[src/gf3_pkg.sv]
`default_nettype none

package gf3_pkg;

    // GF(3^97) reduced by the trinomial x^97 + x^12 + 2
    localparam int gf_m   = 97;         // field degree
    localparam int gf_tap = 12;         // middle term of the trinomial
    localparam int gf_w   = 2 * gf_m;   // two bits per trit

    // trit code: 00 is 0, 01 is 1, 10 is 2, 11 unused
    typedef logic [1:0] trit_t;

    localparam trit_t trit_zero = 2'b00;
    localparam trit_t trit_one  = 2'b01;
    localparam trit_t trit_two  = 2'b10;

    // one element read as a flat word or as trits, trit 0 in the low bits
    typedef union packed
    {
        logic [gf_w-1:0]  bits;
        trit_t [gf_m-1:0] trits;
    } gf_elem_t;

    // sum mod 3
    function automatic trit_t trit_add(input trit_t a, input trit_t b);
        logic [2:0] s;
        s = {1'b0, a} + {1'b0, b};
        if (s >= 3'd3)
        begin
            s = s - 3'd3;
        end
        return s[1:0];
    endfunction

    // product mod 3
    function automatic trit_t trit_mul(input trit_t a, input trit_t b);
        if (a == trit_zero || b == trit_zero)
        begin
            return trit_zero;
        end
        else if (a == b)
        begin
            return trit_one;                // 1*1 and 2*2
        end
        else
        begin
            return trit_two;
        end
    endfunction

    // 1 and 2 trade places, 0 stays 0
    function automatic trit_t trit_neg(input trit_t t);
        return {t[0], t[1]};
    endfunction

endpackage

`default_nettype wire

[src/gf3m_digit_mac.sv]
`timescale 1ns/100ps
`default_nettype none

module gf3m_digit_mac
#(
    parameter int DIGITS = 3                        // trits in one digit
)
(
    input  gf3_pkg::gf_elem_t           x,
    input  gf3_pkg::trit_t [DIGITS-1:0] digit,
    input  gf3_pkg::gf_elem_t           acc,
    output gf3_pkg::gf_elem_t           sum
);
    import gf3_pkg::*;

    localparam int wide_n = gf_m + DIGITS - 1;      // trits of x * digit before reduction

    trit_t [wide_n-1:0] wide;

    genvar k;

    // schoolbook product, one column per exponent
    generate
        for (k = 0; k < wide_n; k++)
        begin : g_prod
            localparam int j_lo = (k >= gf_m) ? k - gf_m + 1 : 0;
            localparam int j_hi = (k < DIGITS) ? k : DIGITS - 1;

            trit_t col;

            always_comb
            begin
                col = trit_zero;
                for (int j = j_lo; j <= j_hi; j++)
                begin
                    col = trit_add(col, trit_mul(x.trits[k - j], digit[j]));
                end
            end

            assign wide[k] = col;
        end
    endgenerate

    // x^(97+r) folds to x^r - x^(12+r), then acc is added
    generate
        for (k = 0; k < gf_m; k++)
        begin : g_fold
            trit_t wrap;
            trit_t tap;

            if (k < DIGITS - 1)
            begin : g_wrap
                assign wrap = wide[gf_m + k];
            end
            else
            begin : g_no_wrap
                assign wrap = trit_zero;
            end

            if (k >= gf_tap && k < gf_tap + DIGITS - 1)
            begin : g_tap
                assign tap = trit_neg(wide[gf_m + k - gf_tap]);
            end
            else
            begin : g_no_tap
                assign tap = trit_zero;
            end

            assign sum.trits[k] = trit_add(trit_add(wide[k], wrap), trit_add(tap, acc.trits[k]));
        end
    endgenerate

endmodule

`default_nettype wire

[src/gf3m_mult.sv]
`timescale 1ns/100ps
`default_nettype none

module gf3m_mult
#(
    parameter int DIGITS = 3                        // trits of b consumed per cycle
)
(
    input  logic              clk,
    input  logic              reset,
    input  logic              start,
    input  gf3_pkg::gf_elem_t a,
    input  gf3_pkg::gf_elem_t b,
    output gf3_pkg::gf_elem_t c,
    output logic              done
);

    logic step;
    logic last;

    gf3m_mult_ctrl
    #(
        .DIGITS (DIGITS)
    )
    ctrl_inst
    (
        .clk   (clk),
        .reset (reset),
        .start (start),
        .step  (step),
        .last  (last),
        .done  (done)
    );

    gf3m_mult_datapath
    #(
        .DIGITS (DIGITS)
    )
    datapath_inst
    (
        .clk   (clk),
        .start (start),
        .step  (step),
        .last  (last),
        .a     (a),
        .b     (b),
        .c     (c)
    );

endmodule

`default_nettype wire

[src/gf3m_mult_ctrl.sv]
`timescale 1ns/100ps
`default_nettype none

module gf3m_mult_ctrl
#(
    parameter int DIGITS = 3                        // trits of b per step
)
(
    input  logic clk,
    input  logic reset,
    input  logic start,
    output logic step,
    output logic last,
    output logic done
);
    import gf3_pkg::*;

    localparam int steps  = (gf_m + DIGITS - 1) / DIGITS;   // digits in b
    // one more cycle takes a zero digit and writes c
    localparam int cycles = steps + 1;
    localparam int cnt_w  = $clog2(cycles + 1);

    logic [cnt_w-1:0] cnt;                          // cycles left

    always_ff @(posedge clk)
    begin
        if (reset)
        begin
            cnt <= '0;
        end
        else if (start)
        begin
            cnt <= cnt_w'(cycles);                  // restart even when busy
        end
        else if (step)
        begin
            cnt <= cnt - 1'b1;
        end
    end

    assign step = (cnt != '0);
    assign last = (cnt == cnt_w'(1));

    always_ff @(posedge clk)
    begin
        if (reset || start)
        begin
            done <= 1'b0;
        end
        else if (last)
        begin
            done <= 1'b1;                           // holds until the next start
        end
    end

endmodule

`default_nettype wire

[src/gf3m_mult_datapath.sv]
`timescale 1ns/100ps
`default_nettype none

module gf3m_mult_datapath
#(
    parameter int DIGITS = 3                        // trits of b per step
)
(
    input  logic              clk,
    input  logic              start,
    input  logic              step,
    input  logic              last,
    input  gf3_pkg::gf_elem_t a,
    input  gf3_pkg::gf_elem_t b,
    output gf3_pkg::gf_elem_t c
);
    import gf3_pkg::*;

    gf_elem_t x;                                    // a * x^(DIGITS*n)
    gf_elem_t y;                                    // digits of b still to go
    gf_elem_t z;                                    // partial product
    gf_elem_t x_next;
    gf_elem_t z_next;

    // z + x * low digit of y
    gf3m_digit_mac
    #(
        .DIGITS (DIGITS)
    )
    mac_inst
    (
        .x     (x),
        .digit (y.trits[DIGITS-1:0]),
        .acc   (z),
        .sum   (z_next)
    );

    // x * x^DIGITS
    gf3m_shift_reduce
    #(
        .DIGITS (DIGITS)
    )
    shift_inst
    (
        .x (x),
        .y (x_next)
    );

    always_ff @(posedge clk)
    begin
        if (start)
        begin
            x <= a;
            y <= b;
            z <= '0;
        end
        else if (step)
        begin
            x      <= x_next;
            y.bits <= y.bits >> (2 * DIGITS);       // next digit into the low trits
            z      <= z_next;
        end
    end

    // result register, written once per product
    always_ff @(posedge clk)
    begin
        if (last && !start)                         // an aborted run writes nothing
        begin
            c <= z_next;
        end
    end

endmodule

`default_nettype wire

[src/gf3m_shift_reduce.sv]
`timescale 1ns/100ps
`default_nettype none

module gf3m_shift_reduce
#(
    parameter int DIGITS = 3                        // exponent of the shift
)
(
    input  gf3_pkg::gf_elem_t x,
    output gf3_pkg::gf_elem_t y
);
    import gf3_pkg::*;

    localparam int top = gf_m - DIGITS;             // first trit that leaves the field

    genvar k;

    // y = x * x^DIGITS mod (x^97 + x^12 + 2)
    generate
        for (k = 0; k < gf_m; k++)
        begin : g_trit
            if (k < DIGITS)
            begin : g_wrap
                assign y.trits[k] = x.trits[top + k];       // x^97 -> 1
            end
            else if (k >= gf_tap && k < gf_tap + DIGITS)
            begin : g_tap
                // x^97 -> -x^12 lands on the shifted trit
                assign y.trits[k] = trit_add(x.trits[k - DIGITS],
                                             trit_neg(x.trits[top + k - gf_tap]));
            end
            else
            begin : g_move
                assign y.trits[k] = x.trits[k - DIGITS];
            end
        end
    endgenerate

endmodule

`default_nettype wire

[config.mk]
export PLATFORM = sky130hd
export DESIGN_NAME = gf3m_mult
export DESIGN_NICKNAME = d
export VERILOG_FILES = /design/src/gf3_pkg.sv /design/src/gf3m_digit_mac.sv /design/src/gf3m_mult.sv /design/src/gf3m_mult_ctrl.sv /design/src/gf3m_mult_datapath.sv /design/src/gf3m_shift_reduce.sv
export SDC_FILE = /design/constraint.sdc
export NUM_CORES = 2
export LEC_CHECK = 0
export ABC_CLOCK_PERIOD_IN_PS = 18950
export CORE_MARGIN = 5
export CORE_UTILIZATION = 67
export DETAILED_ROUTE_END_ITERATION = 12
export DONT_BUFFER_PORTS = 1
export PLACE_DENSITY = 0.92
export SLEW_MARGIN = 20
export SYNTH_ARGS = -nofsm -noshare
export SYNTH_HDL_FRONTEND = slang
export SYNTH_SLANG_ARGS = --single-unit
[constraint.sdc]
create_clock -name clk -period 18.95 [get_ports clk]
set_input_delay 1.895 -clock clk [delete_from_list [all_inputs] [get_ports clk]]
set_output_delay 1.895 -clock clk [all_outputs]
set_load 0.01 [all_outputs]
## Word-level counts from Yosys, hierarchy flattened

Index checks and enable logic that the tools add are counted.

- Register bits after elaboration: 783
- Input bits: 391
- Output and inout port bits: 195
- Word-level logic and storage cells: 3,336

- $add $sub $neg: 882
- Magnitude comparators: 585
- Equality and inequality tests: 292
- Multiplexer cells: 1,173
- Reductions and logical operators: 397

Operator list:

| cell | count |
|---|---|
| two-way mux 2 bit | 1,167 |
| subtractor 2 bit, second input constant | 585 |
| adder 2 x 2 -> 3 bit | 296 |
| greater-or-equal comparator 3 x 2 -> 1 bit, second input constant | 296 |
| two-way mux 194 bit | 4 |
| equality test 2 bit | 291 |
| greater-or-equal comparator 2 bit, second input constant | 289 |
| logical OR 1 bit | 292 |
| logical NOT 2 bit | 100 |
| two-way mux 6 bit | 2 |
| equality test 6 x 1 -> 1 bit, second input constant | 1 |
| nonzero test 6 bit | 1 |
| subtractor 6 x 1 -> 6 bit, second input constant | 1 |
| nonzero test 2 bit | 1 |
| OR reduction 2 bit | 1 |
| logical AND 1 bit | 1 |
| logical NOT 1 bit | 1 |

## Logic depth before layout (Yosys ltp)

- Depth in word-level cells: 16
- Mapped depth: 28

## By module

A second synthesis with hierarchy kept.

- Cell total of the unflattened synthesis: 6,593
- Area, all modules: 69,395.3 um^2

Modules (own cells, without submodules):

| module | instances | cells an instance | area each (um^2) |
|---|---|---|---|
| gf3m_digit_mac | 1 | 4,690 | 36,715.2 |
| gf3m_mult_datapath | 1 | 1,641 | 30,575.6 |
| gf3m_shift_reduce | 1 | 223 | 1,724.2 |
| gf3m_mult_ctrl | 1 | 39 | 380.4 |

## Worst setup path after synthesis

No wires, ideal clock.

- Kind: input-to-reg
- From: input port start
- To: register datapath_inst.x[0] in the netlist's numbering (enable)
- Library setup time: 0.738 ns
- Arrival: 10.066 ns
- Setup slack: 8.146 ns
- Stages on the path: 5
- Buffers on the path: 3
- Cells stage by stage: clkbuf_1 > nor3_4 > buf_4 > buf_4 > inv_1

- Word-level cells in the longest chain between the ends: 1

RTL lines:

| element | line | text |
|---|---|---|
| start: declaration | gf3m_mult.sv:11 | `input logic start,` |
| nonzero test 2 bit (no source line) | -- |  |
| end signal: assignment | gf3m_mult_datapath.sv:59 | `x <= x_next;` |
| end: declaration | gf3m_mult_datapath.sv:19 | `gf_elem_t x;` |

Every way passes these cells.
A chain may end at the register's enable or synchronous reset.

==> reports/metrics.cfg <==
[setup_path]
r2r_setup_slack_ns = 11.09
critPathArrivalTime_ns = 8.46
critPathLaunchType = register
crit_chain = buf_12 -> nand2b_4 -> buf_4 -> o21ai_0 -> ha_1 -> fa_1 -> ha_1 -> nor2_1 -> nand3b_1 -> o21ai_0 -> ha_1 -> fa_1 -> ha_1 -> o31ai_1 -> ha_1 -> inv_1 -> fa_1 -> inv_1 -> ha_1 -> nor3b_1 -> a21oi_1 -> a22o_1
r2r_end = datapath_inst.z[52]
cp_max_fo = 195
cpPeakStageDelay_ns = 0.90
critical_path_buf_inv_count = 4
timing.rr.start = datapath_inst.y[0]
critical_path.top_delay_family = adder cells
critical_path_class = reg -> reg
crit_required_ns = 19.55
crit_slowest_cell = buf_4
end_kind = register
cp.depth = 22
ff2ff_path_depth = 22
cp_common_cell = ha_1

[synth]
synth-adder-area-share = 0.2065
synth_warnings = 0
postSynthAreaPerCell_um2 = 10.17
syn-instance-count = 6365
ys.flop_type = edfxtp_1
synth_simple_gate_area_frac = 0.1516
synthMuxAreaShare = 0.07858
ys_seq_elements = 783
synth_largest_area_cell = edfxtp_1
synth_area_leaders = edfxtp_1 27%, ha_1 11%, fa_1 9.2%, mux2_2 7.6%, dfxtp_1 6.2%
synth_nets = 7647
synth_top_cell_area_share = 0.2699
synth-edff-count = 582
yosysSeqAreaShare = 0.3320
ys_types = 42
synth_compound_area_frac = 0.1128
synth-async-reset-ratio = 0
synth_xor_area_frac = 0.07912
netlist_area_um2 = 64760
synth_top_family_by_area = adder cells

[clock_tree]
path_clk_slew_ns = 0.07
post_cts_buffers = 0
root_buffer = clkbuf_16
cts_resized = 0
cts_buffers = 89
clock_latency_ns = 0.71
postCtsHoldBufs = 0
h-tree-depth = 3
cts_tree = done
clock_path_buffers = 3
clkSinkCount = 783

[placed_design]
post-place-cells = 7237
dp_hpwl_um = 120300
port_buffers = 0
placed_cell_area_um2 = 64930
gp_congestion = 0.8665

[detailed_routing]
drcViolationCount = 0
first_iter_violations = 4535
wl_um = 174600
dr.pass1.iters = 6
wl_per_cell_um = 23.34
ant_nets = 0
via_count = 49670
routed_via_density = 6.641

[sta]
finalSetupViolCount = 0
hold_viol = 0
rsz0062_at_grt = false
worst_pin_slew_ns = 1.693
fmax_mhz = 127.3
period_share = 0.4147
slew_headroom = -0.1290
tns_ns = 0
finalCriticalPeriod_ns = 7.858
worst_clock_skew_ns = 0.03446
slew_viol_final = 191

[grt]
gr-usage-all-layers = 0.3251
grt_pass1_vias = 49770
globalRouteOverflowTotal = 0
grt_max_degree = 396
grt_pass1_wl_um = 269500
antenna_found_initial = 96

[final_layout]
fin_nets = 7334
finalNonFillerCells = 7480
final_area_um2 = 68440
area_growth_syn_to_layout_pct = 5.680
drive_above_1_share = 0.1039

[min_path]
hold_depth = 1
hp-start = datapath_inst.z[184]
hold_end = datapath_inst.z[184]
worstHoldPathType = reg -> reg

[job]
maxCapViolCount = 0

[die]
dieWidth_um = 320.9
die_h_um = 320.9
num_rows = 114
core_um2 = 96280
initial_utilization = 0.6726
pin_count = 586
die_area_um2 = 103000

[status]
violations = slew limit
status = finished, violations left

==> registers in the layout (all words and copies together) (netlist names) <==
signal	cells
ctrl_inst.cnt	6
datapath_inst.x	194
datapath_inst.y	194
datapath_inst.z	194
ctrl_inst.done	1
datapath_inst.c	194
==> worst max-delay path by stage <==
| stage | from | to | slack [ns] |
|---|---|---|---|
| after floorplan | start | datapath_inst.x[0] | 8.15 |
| after global routing | datapath_inst.y[0] | datapath_inst.z[52] | 11.19 |
| after CTS | datapath_inst.y[0] | datapath_inst.z[52] | 11.62 |
| after detailed placement | datapath_inst.y[0] | datapath_inst.z[100] | 11.73 |
| after global placement | datapath_inst.y[0] | datapath_inst.z[180] | 11.87 |
| final | datapath_inst.y[0] | datapath_inst.z[52] | 11.09 |
==> cell type report <==
| class | count | area (µm²) |
|---|---|---|
| Clock inverter | 57 | 818.3 |
| Timing Repair Buffer | 31 | 270.3 |
| Tap cell | 1276 | 1597 |
| Multi-Input combinational cell | 4930 | 40740 |
| Inverter | 217 | 822.0 |
| Antenna cell | 76 | 190.2 |
| Clock buffer | 110 | 2501 |
| Fill cell | 6286 | 27840 |
| Sequential cell | 783 | 21500 |
==> layout by cell type, fill, tap and decap left out, drive strengths merged, types with 194 or more instances in the layout <==
cell and count:
nand3 292, xnor2 297, fa 296, edfxtp 582
mux2 435, o21ai 414, a22o 194, inv 229
ha 595, nand3b 249, nand2 602, xor2 288
dfxtp 201
==> Yosys cell counts, drive strengths merged, types with 6 or more instances <==
cell type	instances
mux2	435
nand3b	249
nor2b	121
o32a	85
clkbuf	293
xor2	288
buf	142
nand2	602
dfxtp	201
a21oi	146
and2	6
nand2b	170
a22o	194
xnor2	297
nor3b	81
o31ai	135
inv	217
nor2	184
o21a	112
nand3	292
mux2i	19
fa	296
o21ai	414
or3	35
edfxtp	582
nor3	148
or2	6
ha	595
==> through the flow <==
stage / util / setup WS, ns / hold WS [ns]
after floorplan: - / 8.146 / 0.4549
after global placement: 0.6744 / 11.87 / 0.4678
after detailed placement: 0.6744 / 11.73 / 0.4705
after CTS: 0.7089 / 11.62 / 0.4877
after global routing: 0.7104 / 11.19 / 0.5131
final: 0.7108 / 11.09 / 0.4839
==> cells by family after synthesis <==
kind of cell,Yosys count
AOI/OAI and AO/OA,1098
xor gates and xnor gates,585
adders and majority gates,891
buffers and inverters,652
DFF,783
muxes,454
and+or+nand+nor,1902
==> layer usage <==
| layer | up-vias | global-route usage | routed length [µm] |
|---|---|---|---|
| li1 | 22260 | - | - |
| met1 | 24010 | 0.3765 | 61950 |
| met2 | 2703 | 0.5468 | 84030 |
| met3 | 663 | 0.08350 | 17040 |
| met4 | 40 | 0.1936 | 11260 |
| met5 | - | 0 | 268 |
==> worst reg2reg max path, stage by stage (launching register included) <==
cell and delay, ns:
edfxtp_1 0.38, buf_12 0.45, nand2b_4 1.14, buf_4 0.91, o21ai_0 0.32, ha_1 0.27, fa_1 0.48, ha_1 0.24
nor2_1 0.15, nand3b_1 0.09, o21ai_0 0.10, ha_1 0.20, fa_1 0.46, ha_1 0.36, o31ai_1 0.47, ha_1 0.25
inv_1 0.06, fa_1 0.51, inv_1 0.06, ha_1 0.19, nor3b_1 0.33, a21oi_1 0.13, a22o_1 0.20
Power is left out: the tool's default activity adds up to more than one toggle a clock period on the data nets, which glitch-free logic cannot reach.
